## src/design/cluster_bus_macros.svh

```systemverilog
/* Cluster bus configuration
   Widths, port counts and the cluster address map of the crossbar */

`ifndef CLUSTER_BUS_MACROS_SVH
`define CLUSTER_BUS_MACROS_SVH

`define CB_ADDR_W        32
`define CB_DATA_W        32
`define CB_ID_IN_W       4
`define CB_NB_INIT       4
`define CB_NB_TARG       3
`define CB_INIT_IDX_W    2
`define CB_ID_OUT_W      (`CB_ID_IN_W + `CB_INIT_IDX_W)
`define CB_CLUSTER_ID_W  6
`define CB_CLUSTER_SHIFT 22

`define CB_TCDM_START    32'h1000_0000
`define CB_TCDM_END      32'h100F_FFFF
`define CB_PERIPH_START  32'h1020_0000
`define CB_PERIPH_END    32'h103F_FFFF

`define CB_TARG_TCDM     0
`define CB_TARG_PERIPH   1
`define CB_TARG_EXT      2

`endif
```

## src/design/cluster_bus_pkg.sv

```systemverilog
/* Cluster bus types
   Vector types and the request and response payloads of the crossbar */

`default_nettype none

`include "cluster_bus_macros.svh"

package cluster_bus_pkg;

  typedef logic [`CB_ADDR_W-1:0]       addr_t;
  typedef logic [`CB_DATA_W-1:0]       data_t;
  typedef logic [`CB_ID_IN_W-1:0]      id_in_t;
  typedef logic [`CB_ID_OUT_W-1:0]     id_out_t;
  typedef logic [`CB_INIT_IDX_W-1:0]   init_idx_t;
  typedef logic [`CB_CLUSTER_ID_W-1:0] cluster_id_t;
  typedef logic [`CB_NB_TARG-1:0]      targ_sel_t;

  typedef struct packed {
    addr_t  addr;
    data_t  wdata;
    logic   we;
    id_in_t id_in;
  } init_req_t;

  // Same request once the initiator index sits above the ID
  typedef struct packed {
    addr_t   addr;
    data_t   wdata;
    logic    we;
    id_out_t id_out;
  } targ_req_t;

  typedef struct packed {
    data_t   rdata;
    id_out_t id_out;
  } targ_rsp_t;

  typedef struct packed {
    data_t  rdata;
    id_in_t id_in;
  } init_rsp_t;

  typedef enum logic {
    ARB_EMPTY,
    ARB_FULL
  } arb_state_e;

endpackage

`default_nettype wire

```

## src/design/cluster_bus_top.sv

```systemverilog
/* Cluster bus
   Crossbar from the ext, dma, data and instr initiators to the tcdm,
   periph and ext targets, single-beat requests with ID-routed responses */

`default_nettype none

`include "cluster_bus_macros.svh"

module cluster_bus_top (
  input  logic                                        clk_i,
  input  logic                                        arst_n_i,
  input  cluster_bus_pkg::cluster_id_t                cluster_id_i,
  input  cluster_bus_pkg::init_req_t [`CB_NB_INIT-1:0] init_req_i,
  input  logic                      [`CB_NB_INIT-1:0] init_valid_i,
  output logic                      [`CB_NB_INIT-1:0] init_ready_o,
  output cluster_bus_pkg::targ_req_t [`CB_NB_TARG-1:0] targ_req_o,
  output logic                      [`CB_NB_TARG-1:0] targ_valid_o,
  input  logic                      [`CB_NB_TARG-1:0] targ_ready_i,
  input  cluster_bus_pkg::targ_rsp_t [`CB_NB_TARG-1:0] targ_rsp_i,
  input  logic                      [`CB_NB_TARG-1:0] targ_rsp_valid_i,
  output logic                      [`CB_NB_TARG-1:0] targ_rsp_ready_o,
  output cluster_bus_pkg::init_rsp_t [`CB_NB_INIT-1:0] init_rsp_o,
  output logic                      [`CB_NB_INIT-1:0] init_rsp_valid_o,
  input  logic                      [`CB_NB_INIT-1:0] init_rsp_ready_i
);

  import cluster_bus_pkg::*;

  targ_sel_t [`CB_NB_INIT-1:0]                   targ_sel;
  logic      [`CB_NB_TARG-1:0][`CB_NB_INIT-1:0]  sel_col;
  logic      [`CB_NB_TARG-1:0][`CB_NB_INIT-1:0]  grant;

  for (genvar i = 0; i < `CB_NB_INIT; i++) begin : g_dec
    cluster_addr_decoder dec_i (
      .req_addr_i   ( init_req_i[i].addr ),
      .cluster_id_i ( cluster_id_i       ),
      .targ_sel_o   ( targ_sel[i]        )
    );
  end

  // Each arbiter sees one column of the decoder outputs, and an initiator
  // is ready when any arbiter grants it
  always_comb begin
    init_ready_o = '0;
    for (int t = 0; t < `CB_NB_TARG; t++) begin
      for (int i = 0; i < `CB_NB_INIT; i++) begin
        sel_col[t][i]   = targ_sel[i][t];
        init_ready_o[i] = init_ready_o[i] | grant[t][i];
      end
    end
  end

  for (genvar t = 0; t < `CB_NB_TARG; t++) begin : g_arb
    cluster_bus_arbiter arb_i (
      .clk_i        ( clk_i           ),
      .arst_n_i     ( arst_n_i        ),
      .req_valid_i  ( init_valid_i    ),
      .req_i        ( init_req_i      ),
      .sel_i        ( sel_col[t]      ),
      .grant_o      ( grant[t]        ),
      .targ_req_o   ( targ_req_o[t]   ),
      .targ_valid_o ( targ_valid_o[t] ),
      .targ_ready_i ( targ_ready_i[t] )
    );
  end

  cluster_resp_router rsp_router_i (
    .rsp_valid_i  ( targ_rsp_valid_i ),
    .rsp_i        ( targ_rsp_i       ),
    .rsp_ready_o  ( targ_rsp_ready_o ),
    .init_rsp_o   ( init_rsp_o       ),
    .init_valid_o ( init_rsp_valid_o ),
    .init_ready_i ( init_rsp_ready_i )
  );

endmodule

`default_nettype wire

```

## src/design/cluster_resp_router.sv

```systemverilog
/* Cluster bus response router
   Steers each target response to the initiator named by its ID prefix and
   strips that prefix, lowest target index first on a collision */

`default_nettype none

`include "cluster_bus_macros.svh"

module cluster_resp_router (
  input  logic                      [`CB_NB_TARG-1:0] rsp_valid_i,
  input  cluster_bus_pkg::targ_rsp_t [`CB_NB_TARG-1:0] rsp_i,
  output logic                      [`CB_NB_TARG-1:0] rsp_ready_o,
  output cluster_bus_pkg::init_rsp_t [`CB_NB_INIT-1:0] init_rsp_o,
  output logic                      [`CB_NB_INIT-1:0] init_valid_o,
  input  logic                      [`CB_NB_INIT-1:0] init_ready_i
);

  import cluster_bus_pkg::*;

  init_idx_t [`CB_NB_TARG-1:0] rsp_dest;

  // Initiator index sits in the top bits of the widened ID
  always_comb begin
    for (int t = 0; t < `CB_NB_TARG; t++) begin
      rsp_dest[t] = rsp_i[t].id_out[`CB_ID_OUT_W-1 -: `CB_INIT_IDX_W];
    end
  end

  always_comb begin
    init_rsp_o   = '0;
    init_valid_o = '0;
    rsp_ready_o  = '0;
    for (int i = 0; i < `CB_NB_INIT; i++) begin
      for (int t = 0; t < `CB_NB_TARG; t++) begin
        if (!init_valid_o[i] && rsp_valid_i[t] && (rsp_dest[t] == init_idx_t'(i))) begin
          init_valid_o[i]     = 1'b1;
          init_rsp_o[i].rdata = rsp_i[t].rdata;
          init_rsp_o[i].id_in = rsp_i[t].id_out[`CB_ID_IN_W-1:0];
          // Losing targets keep ready low and retry
          rsp_ready_o[t]      = init_ready_i[i];
        end
      end
    end
  end

endmodule

`default_nettype wire

```

## src/design/cluster_bus_arbiter.sv

```systemverilog
/* Cluster bus target arbiter
   Round-robin choice among the initiators that address this target, with
   the initiator index appended above the ID and one output register */

`default_nettype none

`include "cluster_bus_macros.svh"

module cluster_bus_arbiter (
  input  logic                                        clk_i,
  input  logic                                        arst_n_i,
  input  logic                      [`CB_NB_INIT-1:0] req_valid_i,
  input  cluster_bus_pkg::init_req_t [`CB_NB_INIT-1:0] req_i,
  input  logic                      [`CB_NB_INIT-1:0] sel_i,
  output logic                      [`CB_NB_INIT-1:0] grant_o,
  output cluster_bus_pkg::targ_req_t                  targ_req_o,
  output logic                                        targ_valid_o,
  input  logic                                        targ_ready_i
);

  import cluster_bus_pkg::*;

  arb_state_e              state_q;
  targ_req_t               req_q;
  init_idx_t               last_q;
  init_idx_t               grant_idx;
  logic [`CB_NB_INIT-1:0]  req_masked;
  logic                    any_req;
  logic                    can_accept;
  logic                    grant_valid;

  // Only requests decoded for this target take part
  assign req_masked = req_valid_i & sel_i;

  // The register takes a new request when empty or when its content leaves now
  assign can_accept  = (state_q == ARB_EMPTY) || targ_ready_i;
  assign grant_valid = any_req && can_accept;

  // Search starts one past the last winner and wraps around
  always_comb begin
    init_idx_t cand;
    cand      = '0;
    any_req   = 1'b0;
    grant_idx = '0;
    for (int k = 1; k <= `CB_NB_INIT; k++) begin
      cand = last_q + init_idx_t'(k);
      if (!any_req && req_masked[cand]) begin
        any_req   = 1'b1;
        grant_idx = cand;
      end
    end
  end

  always_comb begin
    grant_o = '0;
    if (grant_valid) begin
      grant_o[grant_idx] = 1'b1;
    end
  end

  // Pointer resets to the last index so initiator 0 wins first
  always_ff @(posedge clk_i or negedge arst_n_i) begin
    if (!arst_n_i) begin
      state_q <= ARB_EMPTY;
      last_q  <= init_idx_t'(`CB_NB_INIT - 1);
    end else begin
      case (state_q)
        ARB_EMPTY: begin
          if (grant_valid) begin
            state_q <= ARB_FULL;
          end
        end
        ARB_FULL: begin
          if (targ_ready_i && !grant_valid) begin
            state_q <= ARB_EMPTY;
          end
        end
        default: state_q <= ARB_EMPTY;
      endcase
      if (grant_valid) begin
        last_q <= grant_idx;
      end
    end
  end

  always_ff @(posedge clk_i) begin
    if (grant_valid) begin
      req_q.addr   <= req_i[grant_idx].addr;
      req_q.wdata  <= req_i[grant_idx].wdata;
      req_q.we     <= req_i[grant_idx].we;
      req_q.id_out <= {grant_idx, req_i[grant_idx].id_in};
    end
  end

  assign targ_req_o   = req_q;
  assign targ_valid_o = (state_q == ARB_FULL);

endmodule

`default_nettype wire

```

## src/design/cluster_addr_decoder.sv

```systemverilog
/* Cluster address decoder
   Maps a request address to a one-hot target select, with the tcdm and
   periph windows moved by the cluster offset and ext as the default route */

`default_nettype none

`include "cluster_bus_macros.svh"

module cluster_addr_decoder (
  input  cluster_bus_pkg::addr_t       req_addr_i,
  input  cluster_bus_pkg::cluster_id_t cluster_id_i,
  output cluster_bus_pkg::targ_sel_t   targ_sel_o
);

  import cluster_bus_pkg::*;

  addr_t cluster_offset;
  addr_t tcdm_start;
  addr_t tcdm_end;
  addr_t periph_start;
  addr_t periph_end;
  logic  tcdm_hit;
  logic  periph_hit;

  // Each cluster owns a 4 MiB slot
  assign cluster_offset = addr_t'(cluster_id_i) << `CB_CLUSTER_SHIFT;

  assign tcdm_start   = addr_t'(`CB_TCDM_START) + cluster_offset;
  assign tcdm_end     = addr_t'(`CB_TCDM_END) + cluster_offset;
  assign periph_start = addr_t'(`CB_PERIPH_START) + cluster_offset;
  assign periph_end   = addr_t'(`CB_PERIPH_END) + cluster_offset;

  assign tcdm_hit   = (req_addr_i >= tcdm_start) && (req_addr_i <= tcdm_end);
  assign periph_hit = (req_addr_i >= periph_start) && (req_addr_i <= periph_end);

  always_comb begin
    targ_sel_o = '0;
    if (tcdm_hit) begin
      targ_sel_o[`CB_TARG_TCDM] = 1'b1;
    end else if (periph_hit) begin
      targ_sel_o[`CB_TARG_PERIPH] = 1'b1;
    end else begin
      targ_sel_o[`CB_TARG_EXT] = 1'b1;
    end
  end

endmodule

`default_nettype wire

```

## config.mk

```make
export PLATFORM = sky130hd
export DESIGN_NAME = cluster_bus_top
export DESIGN_NICKNAME = d
export VERILOG_FILES = /design/src/design/cluster_bus_pkg.sv /design/src/design/cluster_bus_top.sv /design/src/design/cluster_resp_router.sv /design/src/design/cluster_bus_arbiter.sv /design/src/design/cluster_addr_decoder.sv
export VERILOG_INCLUDE_DIRS = /design/src /design/src/design
export SDC_FILE = /design/constraint.sdc
export NUM_CORES = 1
export LEC_CHECK = 0
export ABC_CLOCK_PERIOD_IN_PS = 7300
export BUFFER_PORTS_ARGS = -buffer_cell sky130_fd_sc_hd__buf_4
export CORE_AREA = 2 2 302 304
export DETAILED_ROUTE_END_ITERATION = 12
export DIE_AREA = 0 0 304 306
export PLACE_DENSITY = 0.39
export SETUP_SLACK_MARGIN = 0.3
export SLEW_MARGIN = 20
export SYNTH_ARGS = -nofsm -noshare
export SYNTH_HDL_FRONTEND = slang
export SYNTH_SLANG_ARGS = --single-unit
```

## constraint.sdc

```tcl
create_clock -name clk_i -period 7.3 [get_ports clk_i]
set_input_delay 1.095 -clock clk_i [delete_from_list [all_inputs] [get_ports clk_i]]
set_output_delay 1.095 -clock clk_i [all_outputs]
set_load 0.02 [all_outputs]
```

# [Yosys cells after proc, flatten, opt, wreduce, memory -nomap -nowiden]
# Cells that the tools add are included.
[op_classes] div=0 multipliers=0 n_reduce_logical=72 n_lt_le_gt_ge=34 bitwise=14 addsub=13 n_mux=124 shift=0 n_eq_ne=9
[ops] op="2-to-1 mux 36 bit" n=12
[ops] op="binary-select mux 69 bit (select 2 bit)" n=3
[ops] op=">= comparator 32 bit" n=8
[ops] op="<= comparator 32 bit" n=8
[ops] op="2-to-1 mux 69 bit" n=3
[ops] op="adder 29 x 28 -> 30 bit (first input constant)" n=4
[ops] op="2-to-1 mux 1 bit" n=69
[ops] op="logical AND 1 bit" n=46
[ops] op="< comparator 2 x 3 -> 1 bit (second input constant)" n=15
[ops] op="2-to-1 mux 2 bit" n=16
[ops] op="binary-select mux 1 bit (select 2 bit)" n=12
[ops] op="zero test 1 bit" n=20
[ops] op="adder 2 bit (second input constant)" n=6
[ops] op="AND 4 bit" n=3
[ops] op="== test 2 bit (second input constant)" n=6
[ops] op="2-to-1 mux 4 bit" n=3
[ops] op="bitwise OR 1 bit" n=8
[ops] op="adder 2 x 1 -> 2 bit (second input constant)" n=3
[ops] op="demux 1 bit (select 2 bit)" n=3
[ops] op="== test 2 x 1 -> 1 bit (second input constant)" n=3
[ops] op=">= comparator 2 x 1 -> 1 bit (second input constant)" n=3
[ops] op="zero test 2 bit" n=3
[ops] op="case mux 1 bit (2 select lines)" n=3
[ops] op="logical OR 1 bit" n=3
[ops] op="NOT 1 bit" n=3
[word_totals] latchBits=0 elab_cells=284 mem_bits_ro=0 memories=0 in_bits=412 output_inout_bits=371 ram_bits=0 register_bits=222

# [Logic depth before layout (Yosys ltp)]
# Gate-level depths: netlist of the first run.
[logic_depth] depth_word=25 depth_mapped=14 depth_no_buf=12

# [Cells and area by module]
# From an unflattened synthesis of the first run, not the netlist that was laid out.
[unflattened] hier_cells=2228 hier_area_um2=17365.4
[by_module_without_submodules] mod="cluster_bus_arbiter" instances=3 cells_per_inst=496 area_each_um2=4342.9 seq_area_each_um2=2209.6
[by_module_without_submodules] mod="cluster_resp_router" instances=1 cells_per_inst=536 area_each_um2=2925.3 seq_area_each_um2=0.0
[by_module_without_submodules] mod="cluster_addr_decoder" instances=4 cells_per_inst=50 area_each_um2=346.6 seq_area_each_um2=0.0
[by_module_without_submodules] mod="cluster_bus_top" instances=1 cells_per_inst=4 area_each_um2=25.0 seq_area_each_um2=0.0

# [Worst setup path before layout of the first run]
# Ideal clock, no wire load.
[synth_path] path_type="input-to-reg" startpoint="input cluster_id_i[5]" endpoint="register g_arb[0].arb_i.req_q (netlist bit g_arb[0].arb_i.targ_req_o[0]), enable pin" required_ns=6.757 path_stages=9 setup_slack_ns=0.390 path_buffers=0 arrival_time_ns=6.367 setup_ns=0.543 cell_sequence="inv_1 > ha_1 > nand3_1 > o21bai_1 > a21oi_1 > or4_4 > a211oi_1 > nor2_1 > a31oi_1"
[synth_via] elab_chain_len=18 word_cells_on_any_way=38 cone_classes="2 x add/sub; 8 x order compare; 16 x mux; 1 x bitwise; 11 x reduce/logical"
[synth_lines] element="start, declared" line_no="cluster_bus_top.sv:12" source="input cluster_bus_pkg::cluster_id_t cluster_id_i,"
[synth_lines] element="adder 29 x 28 -> 30 bit, on equally long branches" line_no="cluster_addr_decoder.sv:28, cluster_addr_decoder.sv:29"
[synth_lines] element=">= comparator 32 bit or <= comparator 32 bit (tied branches)" line_no="cluster_addr_decoder.sv:33" source="assign tcdm_hit = (req_addr_i >= tcdm_start) && (req_addr_i <= tcdm_end);"
[synth_lines] element="logical AND 1 bit" line_no="cluster_addr_decoder.sv:33"
[synth_lines] element="2-to-1 mux 1 bit" line_no="cluster_addr_decoder.sv:38" source="if (tcdm_hit) begin"
[synth_lines] element="AND 4 bit (*)" line_no="cluster_bus_arbiter.sv:33" source="assign req_masked = req_valid_i & sel_i;"
[synth_lines] element="binary-select mux 1 bit (select 2 bit)" line_no="cluster_bus_arbiter.sv:47" source="if (!any_req && req_masked[cand]) begin"
[synth_lines] element="2-to-1 mux 1 bit (implied by the code)" line_no="cluster_bus_arbiter.sv:47"
[synth_lines] element="2-to-1 mux 1 bit" line_no="cluster_bus_arbiter.sv:47"
[synth_lines] element="[... 3 more ...]"
[synth_lines] element="zero test 1 bit" line_no="cluster_bus_arbiter.sv:47"
[synth_lines] element="logical AND 1 bit" line_no="cluster_bus_arbiter.sv:47"
[synth_lines] element="2-to-1 mux 1 bit" line_no="cluster_bus_arbiter.sv:47"
[synth_lines] element="zero test 1 bit" line_no="cluster_bus_arbiter.sv:47"
[synth_lines] element="logical AND 1 bit" line_no="cluster_bus_arbiter.sv:47"
[synth_lines] element="2-to-1 mux 1 bit (*)" line_no="cluster_bus_arbiter.sv:47"
[synth_lines] element="logical AND 1 bit (*)" line_no="cluster_bus_arbiter.sv:37" source="assign grant_valid = any_req && can_accept;"
[synth_lines] element="named net g_arb[0].arb_i.grant_valid" line_no="cluster_bus_arbiter.sv:30" source="logic grant_valid;"
[synth_lines] element="end, declared" line_no="cluster_bus_arbiter.sv:24" source="targ_req_t req_q;"
# Mark *: on every way through the listed nets, which the timed path passes. The rest lies on a longest branch. The select of a mux whose other input is x is not followed.
# A chain may end at the register's enable or synchronous reset.

# [Final worst setup path of the first run]
[layout_path] startpoint="input init_req_i[52] in the netlist's numbering" endpoint="output init_ready_o[1]"
[layout_via] elab_chain_len=24 word_cells_on_any_way=102 cone_classes="10 x order compare; 61 x mux; 5 x bitwise; 26 x reduce/logical"
[layout_lines] element="start, declared" line_no="cluster_bus_top.sv:13" source="input cluster_bus_pkg::init_req_t [`CB_NB_INIT-1:0] init_req_i,"
[layout_lines] element=">= comparator 32 bit or <= comparator 32 bit (tied branches)" line_no="cluster_addr_decoder.sv:34" source="assign periph_hit = (req_addr_i >= periph_start) && (req_addr_i <= periph_end);"
[layout_lines] element="logical AND 1 bit" line_no="cluster_addr_decoder.sv:34"
[layout_lines] element="2-to-1 mux 1 bit" line_no="cluster_addr_decoder.sv:40" source="end else if (periph_hit) begin"
[layout_lines] element="2-to-1 mux 2 bit" line_no="cluster_addr_decoder.sv:38"
[layout_lines] element="AND 4 bit" line_no="cluster_bus_arbiter.sv:33"
[layout_lines] element="binary-select mux 1 bit (select 2 bit)" line_no="cluster_bus_arbiter.sv:47"
[layout_lines] element="2-to-1 mux 1 bit (implied by the code)" line_no="cluster_bus_arbiter.sv:47"
[layout_lines] element="2-to-1 mux 1 bit" line_no="cluster_bus_arbiter.sv:47"
[layout_lines] element="[... 8 more ...]"
[layout_lines] element="2-to-1 mux 2 bit" line_no="cluster_bus_arbiter.sv:47"
[layout_lines] element="< comparator 2 x 3 -> 1 bit (implied by the code) or >= comparator 2 x 1 -> 1 bit (tied branches)" line_no="cluster_bus_arbiter.sv:57" source="grant_o[grant_idx] = 1'b1;"
[layout_lines] element="logical AND 1 bit (implied by the code)" line_no="cluster_bus_arbiter.sv:57"
[layout_lines] element="2-to-1 mux 1 bit (implied by the code)" line_no="cluster_bus_arbiter.sv:57"
[layout_lines] element="demux 1 bit (select 2 bit)"
[layout_lines] element="2-to-1 mux 4 bit" line_no="cluster_bus_arbiter.sv:56" source="if (grant_valid) begin"
[layout_lines] element="bitwise OR 1 bit" line_no="cluster_bus_top.sv:48" source="init_ready_o[i] = init_ready_o[i] | grant[t][i];"
[layout_lines] element="bitwise OR 1 bit (*)" line_no="cluster_bus_top.sv:48"
[layout_lines] element="end, declared" line_no="cluster_bus_top.sv:15" source="output logic [`CB_NB_INIT-1:0] init_ready_o,"
# Mark *: on every way between the ends. The rest lies on a longest branch, timed or not. The select of a mux whose other input is x is not followed.

==> run_results.csv, run 1 <==
group,metric,value,unit
die,die_x,304,um
clock_tree,clock_network_latency_to_the_later_pin_of_the_worst_skew_pair,0.60,ns
detailed_routing,viasPerCell,5.09,
power_and_ir_drop,p_leak,0.0109,uW
sta,finalCriticalPeriod,6.08,ns
detailed_routing,drt_pass1_iterations,6,
sta,rsz0062_at_grt,"no",
critical_path,worst-endpoint-arrival,4.98,ns
cells_and_area,multi_input_comb_area,11100,um2
sta,fin_skew,0.0261,ns
detailed_routing,postRouteWirelength,107,mm
detailed_routing,wl_per_cell,28.0,um
power_and_ir_drop,peakVddDrop,0.152,mV
clock_tree,post_cts_buffers,0,
sta,final.period_utilization,83.2,%
clock_tree,post_cts_resized,0,
critical_path,crit_required,6.20,ns
cells_and_area,synthToLayoutAreaGrowth,43.2,%
logic_synthesis,post_synth_inst_count,1899,
power_and_ir_drop,switchingPower,1690,uW
power_and_ir_drop,power.clock.fraction,31.1,%
logic_synthesis,synth.area.top_cells,"edfxtp_1 (35%), mux2i_1 (25%), a22oi_1 (5.3%)",
logic_synthesis,synthesis.yosys.warnings,0,
global_routing,grt_pass1_vias,19300,
clock_tree,h-tree-depth,1,
detailed_routing,remaining_drc_errors,0,
clock_tree,clkTransAtPathRegs,0.06,ns
logic_synthesis,mappedNetlistArea,18500,um2
cells_and_area,sequential_area,6630,um2
logic_synthesis,synth_sequential_area_ratio,35.8,%
power_and_ir_drop,p_sw_share,35.9,%
placement,port_buffers,782,
logic_synthesis,syn-mean-instance-area,9.76,um2
cells_and_area,n_fill_cell,9451,
sta,hold_viol_final,0,
logic_synthesis,register_bit_total_from_synthesis,222,
clock_tree,cts_tree,"yes",
sta,fmax,165,MHz
die,core.rowCount,110,
global_routing,groute.usage.overall,21.7,%
global_routing,grt_start_max_net_pins,140,
detailed_routing,drtAntennaViolNets,0,
placement,dpl.hpwl,81.0,mm
logic_synthesis,synthFlopType,"edfxtp_1",
sta,setup_viol_count_final,0,
sta,tightest_slew,1.14,ns
die,core_area,89600,um2
global_routing,antenna_violations_before_repair,16,
clock_tree,cts-root-buf,"clkbuf_16",
die,die_y,306,um
cells_and_area,final_instance_area,26500,um2
detailed_routing,dr_total_vias,19400,
critical_path,timing.setup.critical_path_class,"in -> out",
logic_synthesis,synth_enable_flop_cells,213,
global_routing,grt.overflow.total,0,
power_and_ir_drop,internal_power,3020,uW
logic_synthesis,synth_cell_types,79,
sta,max_transition_viols_final,0,
logic_synthesis,synth_fp_nets,2339,
clock_tree,clock_tree.buffer_depth,3,
sta,timing.slew.headroom,23.6,%
power_and_ir_drop,combinational_group_share_of_total_power,35.4,%
placement,gp_congestion,0.910,
critical_path,worstSetupEndpointType,"output pin",
logic_synthesis,fraction_of_synthesized_cell_area_taken_by_the_top_area_cell_type,34.5,%
die,boundaryPins,783,
status,status,"complete, no violations",
flow_run,cap_violations,0,
sta,timing.setup.tns,0,ns
placement,placement.cell_area,25600,um2
worst_hold_path,hp-class,"in -> async",
logic_synthesis,async_reset_ff_share,4.05,%
clock_tree,cts_made_buffers,30,
detailed_routing,drtIter0Drc,1310,
clock_tree,cts.sink_count,222,
logic_synthesis,synth_largest_area_cell,"edfxtp_1",
power_and_ir_drop,seqPwrFrac,33.5,%
cells_and_area,final_layout_size_suffix_gt1_share,36.9,%
clock_tree,cts-hold-fix-buffers,0,
cells_and_area,nets,3039,
critical_path,critPathMaxFanout,23,
global_routing,wire_length_of_the_first_global_routing_pass,149,mm
die,start_util,20.7,%
critical_path,timing.critical_path.from_type,"primary input",
die,dieArea,93000,um2
power_and_ir_drop,power.density_cell_area,178,nW/um2
[layout by cell type, fill, tap and decap left out, types with 9 or more instances in the layout]
| cell | Yosys | final |
|---|---|---|
| nand3_1 | 27 | 26 |
| o21ai_0 | 120 | 120 |
| a211oi_1 | 12 | 11 |
| diode_2 | 0 | 11 |
| nor3_1 | 18 | 18 |
| a22oi_2 | 50 | 50 |
| a21oi_1 | 85 | 85 |
| buf_12 | 0 | 9 |
| nor2_1 | 109 | 103 |
| o211ai_1 | 10 | 10 |
| nand4_1 | 24 | 24 |
| nand2_1 | 217 | 217 |
| ha_1 | 28 | 28 |
| buf_4 | 29 | 807 |
| and3_1 | 19 | 18 |
| clkbuf_16 | 0 | 30 |
| mux2i_1 | 455 | 455 |
| a221oi_1 | 38 | 38 |
| edfxtp_1 | 213 | 213 |
| a21o_1 | 9 | 9 |
| a22oi_1 | 130 | 130 |
| inv_1 | 31 | 31 |
| nor4_1 | 23 | 19 |
| a21oi_2 | 10 | 10 |
[critical path, stage by stage]
cell and delay, ns:
buf_4 0.13, nor4_1 0.96, nand3_1 0.34, nor2_1 0.48
o21ai_0 0.28, a21o_1 0.30, a21boi_2 0.22, o211ai_4 0.28
inv_6 0.33, nor3b_1 0.10, a211o_1 0.29, buf_4 0.16
[power groups by stage]
stage	clock, uW	sequential (uW)	combinational (uW)
after CTS	1520	1580	1680
final	1470	1580	1670
after floorplan	0	1690	824
after global placement	0	1610	1660
after detailed placement	0	1610	1670
after global routing	1560	1590	1780
[sequential cells by signal, summed over array words and instances (netlist names)]
register	cells
g_arb.arb_i.targ_req_o	213
g_arb.arb_i.last_q	6
g_arb.arb_i.targ_valid_o	3
[logic make-up (layout without fill, tap and decap cells)]
kind of cell / after synthesis / count (layout) / share of synthesized area, %
AO/OA/AOI/OAI: 522 / 522 / 20.4
AND/OR/NAND/NOR: 488 / 488 / 12.2
buffers and inverters: 182 / 906 / 5.06
adder cells (fa/ha/maj): 28 / 28 / 1.89
flip-flops: 222 / 222 / 35.8
other: 0 / 11 / 0
multiplexers: 457 / 457 / 24.7
[synth_stat cells (31+ instances only)]
| library cell | instances |
|---|---|
| a21oi_1 | 85 |
| a221oi_1 | 38 |
| a22oi_1 | 130 |
| a22oi_2 | 50 |
| buf_2 | 31 |
| clkbuf_1 | 75 |
| edfxtp_1 | 213 |
| inv_1 | 31 |
| mux2i_1 | 455 |
| nand2_1 | 217 |
| nor2_1 | 109 |
| o21ai_0 | 120 |
[per-layer routing]
metal	track usage [%]	wire length [um]	vias to the layer above	part of all wire [%]
met5	0	55	-	0.052
met4	5.03	2130	8	2.0
met3	5.89	7990	117	7.5
met2	38.4	53300	817	50
met1	26.0	43100	9685	40
li1	-	-	8768	-
[final timing paths]
path                                               start                             to  slack, ns  depth (start not counted)
max in group asynchronous                       arst_n_i       g_arb[2].arb_i.last_q[0]       6.76                          1
worst max-delay path                      init_req_i[52]                init_ready_o[1]       1.22                         12
worst max register to register  g_arb[2].arb_i.last_q[1]  g_arb[2].arb_i.targ_req_o[49]       3.94                          9
min in group clk_i              g_arb[2].arb_i.last_q[0]       g_arb[2].arb_i.last_q[0]       0.54                          2
worst min-delay path                            arst_n_i    g_arb[2].arb_i.targ_valid_o       0.31                          1
worst min register to register  g_arb[2].arb_i.last_q[0]       g_arb[2].arb_i.last_q[0]       0.54                          2
[area by class of cell]
cell class / count / area share (%)
Timing Repair Buffer: 817 / 23.5
Clock buffer: 38 / 2.94
Antenna cell: 11 / 0.104
Multi-Input combinational cell: 1495 / 41.8
Clock inverter: 18 / 0.575
Tap cell: 1176 / 5.54
Inverter: 33 / 0.486
Sequential cell: 222 / 25.0
[metrics by stage]
step	setup WS, ns	power [uW]	util (%)	instances	hold WS (ns)
after floorplan	0.390	2520	-	1899	0.493
after global placement	1.04	3270	28.5	3743	0.535
after detailed placement	1.39	3280	28.5	3743	0.532
after CTS	1.37	4770	29.6	3799	0.279
after global routing	1.12	4930	29.6	3808	0.295
final	1.22	4720	29.6	3810	0.314
Power figures use the tool's default switching activity.
==> run 2: changes to the inputs <==
Settings changed: ABC_CLOCK_PERIOD_IN_PS 7300 to 6000.
Clock period 7.3 ns to 6 ns, I/O delays scaled along.
==> run 2 against run 1 <==
Compared with the run above:
- flip-flop and latch count unchanged
- sequential share of layout area down 0.21 points
- critical path type unchanged
- combinational power up 24%
- critical endpoint is now init_ready_o[0]
- clock skew down 0.0023 ns
- non-clock buffer count up 32
- highest routed layer unchanged
- die area unchanged
- count of clock-buffer cells in the layout down 1
- global-route usage up 0.51 points
- sequential power up 21%
- clock power up 23%
- register-to-register slack worse by 1.0 ns
==> run_results.csv, run 2 (synthesized netlist as in run 1, its figures left out) <==
group,metric,value,unit
clock_tree,cts.sink_count,222,
cells_and_area,leading_cell_type_in_the_layout_fill_and_taps_excluded,"buf_4",
worst_hold_path,hp-class,"in -> async",
global_routing,grt_pass1_vias,19500,
critical_path,timing.setup.critical_path_class,"in -> out",
critical_path,timing.rr.end,"g_arb[0].arb_i.targ_req_o[58]",
sta,max_transition_viols_final,0,
detailed_routing,postRouteWirelength,109,mm
clock_tree,clkTransAtPathRegs,0.06,ns
detailed_routing,viasPerCell,5.07,
power_and_ir_drop,peakVddDrop,0.222,mV
clock_tree,cts_made_buffers,29,
sta,timing.setup.tns,0,ns
die,core.rowCount,110,
critical_path,timing.critical_path.from_type,"primary input",
clock_tree,clock_tree.buffer_depth,3,
sta,rsz0062_at_grt,"no",
sta,fin_skew,0.0238,ns
cells_and_area,most-common-layout-cells,"buf_4 (838), mux2i_1 (455), nand2_1 (217)",
power_and_ir_drop,power.density_cell_area,216,nW/um2
flow_run,cap_violations,0,
global_routing,grt.overflow.total,0,
die,boundaryPins,783,
critical_path,worst-endpoint-arrival,4.28,ns
detailed_routing,drtIter0Drc,1212,
cells_and_area,nets,3070,
sta,tightest_slew,1.05,ns
cells_and_area,final_layout_size_suffix_gt1_share,37.6,%
critical_path,crit_required,5.10,ns
sta,hold_viol_final,0,
die,dieArea,93000,um2
global_routing,grt_start_max_net_pins,87,
clock_tree,post_cts_resized,0,
sta,finalCriticalPeriod,5.18,ns
placement,port_buffers,782,
placement,dpl.hpwl,84.6,mm
detailed_routing,drt_pass1_iterations,5,
global_routing,antenna_violations_before_repair,16,
global_routing,groute.usage.overall,22.2,%
clock_tree,post_cts_buffers,0,
cells_and_area,largest_reg_flops,213,
detailed_routing,remaining_drc_errors,0,
clock_tree,cts_tree,"yes",
sta,timing.slew.headroom,29.7,%
cells_and_area,synthToLayoutAreaGrowth,44.4,%
global_routing,wire_length_of_the_first_global_routing_pass,152,mm
die,start_util,20.7,%
cells_and_area,final_core_utilization,29.9,%
critical_path,ff2ff_path_depth,7,
status,status,"complete, no violations",
clock_tree,cts-hold-fix-buffers,0,
power_and_ir_drop,p_leak,0.0110,uW
die,die_y,306,um
sta,setup_viol_count_final,0,
die,die_x,304,um
critical_path,critPathMaxFanout,31,
critical_path,reg2reg_start,"g_arb[0].arb_i.last_q[1]",
die,core_area,89600,um2
detailed_routing,dr_total_vias,19500,
placement,gp_congestion,0.914,
sta,fmax,193,MHz
detailed_routing,drtAntennaViolNets,0,
critical_path,rrSetupSlack,2.90,ns
clock_tree,cts-root-buf,"clkbuf_16",
clock_tree,h-tree-depth,1,
clock_tree,clock_network_latency_to_the_later_pin_of_the_worst_skew_pair,0.61,ns
detailed_routing,wl_per_cell,28.4,um
critical_path,worstSetupEndpointType,"output pin",
sta,final.period_utilization,86.3,%
[run 2: cell types whose count changed in the layout (fill, tap and decap cells not counted), moves of 2 or more]
cell and delta:
diode_2 -3, clkinv_2 +3, nor4_1 +3, nor4_2 -3
clkinv_1 -3, clkinvlp_4 -2, buf_4 +31, buf_12 +2
[run 2: power breakdown]
| part | total [uW] | internal [uW] | switching, uW |
|---|---|---|---|
| registers | 1910 | 1860 | 47.1 |
| logic | 2070 | 827 | 1250 |
| clock network | 1810 | 1020 | 789 |
[run 2: area by class of cell]
type / instances / area [um2]
diodes: 8 / 20.0
flip-flops and latches: 222 / 6630
inverters: 33 / 129
fillers: 9484 / 62800
well taps: 1176 / 1470
clock buffers: 37 / 756
clock inverters: 16 / 166
multi-input cells: 1495 / 11100
repair buffers: 849 / 6510
[run 2: worst max-delay path by stage]
stage | start | endpoint | cells after the start
after floorplan | cluster_id_i[5] | init_ready_o[1] | 11
final | init_req_i[251] | init_ready_o[0] | 14
after global placement | init_req_i[56] | init_ready_o[0] | 13
after CTS | init_req_i[56] | init_ready_o[0] | 13
after detailed placement | init_req_i[251] | init_ready_o[0] | 14
after global routing | cluster_id_i[5] | init_ready_o[2] | 12
[run 2: per-layer routing]
| metal | routed length (um) | global-route usage [%] | vias to the layer above |
|---|---|---|---|
| li1 | - | - | 8824 |
| met1 | 43200 | 26.1 | 9667 |
| met2 | 55500 | 40.4 | 841 |
| met3 | 7930 | 5.48 | 110 |
| met4 | 2390 | 4.93 | 16 |
| met5 | 106 | 0 | - |
[run 2: worst max-delay path, stage by stage]
cell and delay (ns):
buf_4 0.14, nor4_1 0.67, buf_4 0.23, nand3_1 0.12
buf_4 0.18, o22a_1 0.23, a211o_1 0.36, and3_1 0.20
or2_1 0.27, o21a_4 0.23, buf_4 0.29, nand3_1 0.16
o211ai_1 0.09, buf_4 0.18
[run 2: stage by stage]
step,power [uW],cell area [um2],cells,worst slack [ns],hold slack [ns]
after detailed placement,4020,25800,3775,0.801,0.554
final,5790,26800,3836,0.824,0.115
after global placement,4010,25800,3775,0.735,0.551
after CTS,5870,26700,3828,0.779,0.0837
after global routing,6050,26800,3835,0.593,0.0899
after floorplan,3060,18600,1899,0.393,0.493
==> run 3: changes to the inputs <==
Settings changed: CTS_BUF_LIST set to sky130_fd_sc_hd__clkbuf_4 sky130_fd_sc_hd__clkbuf_8 sky130_fd_sc_hd__clkbuf_16.
==> run 3 against run 2 <==
Compared with the run above:
- total power increased by 0.61%
- largest power group unchanged
- worst setup slack improved by 0.034 ns
- sequential share of layout area about the same
- flip-flop and latch count unchanged
- maximum frequency increased by 0.67%
- utilization about the same
- critical path depth unchanged
- wire length decreased by 0.11%
- global-route usage about the same
- die area unchanged
- hold slack improved by 0.0010 ns
- cell count unchanged
==> run_results.csv, run 3 (synthesized netlist as in run 1, its figures left out) <==
group,metric,value,unit
sta,fin_skew,0.0216,ns
critical_path,timing.setup.critical_path_class,"in -> out",
critical_path,timing.critical_path.slowest_cell_delay,0.64,ns
global_routing,grt.overflow.total,0,
detailed_routing,drt_pass1_iterations,5,
detailed_routing,remaining_drc_errors,0,
critical_path,crit_required,5.10,ns
cells_and_area,largest_reg_flops,213,
cells_and_area,synthToLayoutAreaGrowth,44.6,%
critical_path,worst_path_most_repeated_cell,"buf_4",
cells_and_area,final_core_utilization,29.9,%
sta,max_transition_viols_final,0,
power_and_ir_drop,power.density_cell_area,217,nW/um2
clock_tree,cts_tree,"yes",
detailed_routing,drtAntennaViolNets,0,
power_and_ir_drop,switchingPower,2080,uW
global_routing,antenna_violations_before_repair,16,
flow_run,cap_violations,0,
critical_path,timing.critical_path.max_delay_family,"simple AND/OR/NAND/NOR gates",
critical_path,critPathMaxFanout,31,
power_and_ir_drop,combinational_group_share_of_total_power,35.6,%
global_routing,grt_start_max_net_pins,87,
detailed_routing,wl_met2,55.4,mm
status,status,"complete, no violations",
worst_hold_path,hp-class,"in -> async",
die,dieArea,93000,um2
die,die_y,306,um
detailed_routing,postRouteWirelength,109,mm
sta,finalCriticalPeriod,5.14,ns
critical_path,worstPathCellList,"buf_4 > nor4_1 > buf_4 > nand3_1 > buf_4 > o22a_1 > a211o_1 > and3_1 > or2_1 > o21a_4 > buf_4 > nand3_1 > o211ai_1 > buf_4",
clock_tree,cts_made_buffers,29,
placement,port_buffers,782,
critical_path,timing.critical_path.from_type,"primary input",
die,core_area,89600,um2
sta,fmax,194,MHz
detailed_routing,met3RoutedLength,7.70,mm
sta,final.period_utilization,85.7,%
clock_tree,h-tree-depth,1,
sta,timing.setup.tns,0,ns
placement,placement.cell_area,25800,um2
sta,hold_viol_final,0,
clock_tree,clock_network_latency_to_the_later_pin_of_the_worst_skew_pair,0.61,ns
critical_path,worstSetupEndpointType,"output pin",
global_routing,wire_length_of_the_first_global_routing_pass,152,mm
die,die_x,304,um
cells_and_area,final_instance_area,26800,um2
critical_path,worst-endpoint-arrival,4.24,ns
sta,setup_viol_count_final,0,
cells_and_area,nets,3070,
clock_tree,post_cts_buffers,0,
die,boundaryPins,783,
clock_tree,cts.sink_count,222,
detailed_routing,topRoutingLayerUsed,"met5",
critical_path,reg2reg_start,"g_arb[0].arb_i.last_q[1]",
cells_and_area,final_layout_size_suffix_gt1_share,37.9,%
sta,tightest_slew,1.03,ns
detailed_routing,drtIter0Drc,1297,
die,core.rowCount,110,
clock_tree,post_cts_resized,0,
clock_tree,cts-hold-fix-buffers,0,
placement,gp_congestion,0.914,
cells_and_area,leading_cell_type_in_the_layout_fill_and_taps_excluded,"buf_4",
cells_and_area,most-common-layout-cells,"buf_4 (838), mux2i_1 (455), nand2_1 (217)",
critical_path,crit_buf_inv,5,
power_and_ir_drop,internal_power,3740,uW
critical_path,crit_slowest_cell,"nor4_1",
critical_path,worst_setup_path_startpoint,"init_req_i[251]",
global_routing,grt_pass1_vias,19500,
power_and_ir_drop,power.clock.fraction,31.6,%
clock_tree,cts-root-buf,"clkbuf_16",
clock_tree,clkTransAtPathRegs,0.06,ns
detailed_routing,viasPerCell,5.04,
power_and_ir_drop,peakVddDrop,0.221,mV
power_and_ir_drop,p_leak,0.0111,uW
clock_tree,clock_tree.buffer_depth,3,
power_and_ir_drop,p_sw_share,35.7,%
sta,timing.slew.headroom,31.4,%
detailed_routing,dr_total_vias,19300,
power_and_ir_drop,seqPwrFrac,32.8,%
sta,rsz0062_at_grt,"no",
placement,dpl.hpwl,84.6,mm
global_routing,groute.usage.overall,22.2,%
detailed_routing,met1_length,43.4,mm
die,start_util,20.7,%
detailed_routing,wl_per_cell,28.4,um
==> run 3: cell types whose count changed in the layout (fill, tap and decap cells not counted) <==
cell      before  now
clkbuf_1       8    0
clkbuf_4       0    8
==> run 3: power by group through the flow <==
stage               Combinational (uW)  Clock (uW)  Sequential (uW)
floorplan                         1000           0             2060
global placement                  2070           0             1940
detailed placement                2080           0             1940
CTS                               2090        1910             1910
global route                      2210        1960             1920
finish                            2070        1840             1910
==> run 3: metal layers <==
layer | global-route usage, % | vias to the layer above
met1 | 26.1 | 9596
li1 | - | 8825
met3 | 5.51 | 109
met2 | 40.4 | 785
met5 | 0 | -
met4 | 4.93 | 16
==> run 3: layout make-up <==
type / instances / area, um2
tap: 1176 / 1470
fill: 9484 / 62800
sequential: 222 / 6630
clock buffer: 37 / 786
inverter: 33 / 129
timing repair buffer: 849 / 6510
multi-input combinational: 1495 / 11100
antenna: 8 / 20.0
clock inverter: 16 / 166
==> run 3: final timing paths <==
check	endpoint	cells after the start	slack (ns)
setup / recovery	init_ready_o[0]	14	0.86
hold / removal	g_arb[1].arb_i.targ_valid_o	1	0.12
setup reg to reg	g_arb[0].arb_i.targ_req_o[58]	7	2.90
hold reg to reg	g_arb[2].arb_i.last_q[0]	2	0.56
max in group asynchronous	g_arb[0].arb_i.last_q[1]	1	5.66
min in group clk_i	g_arb[2].arb_i.last_q[0]	2	0.56
==> run 3: metrics by stage <==
stage / power (uW) / cells / setup WS [ns] / hold slack, ns
floorplan: 3060 / 1899 / 0.393 / 0.493
global placement: 4010 / 3775 / 0.735 / 0.551
detailed placement: 4020 / 3775 / 0.801 / 0.554
CTS: 5910 / 3828 / 0.779 / 0.0836
global route: 6090 / 3835 / 0.593 / 0.0899
finish: 5820 / 3836 / 0.859 / 0.116
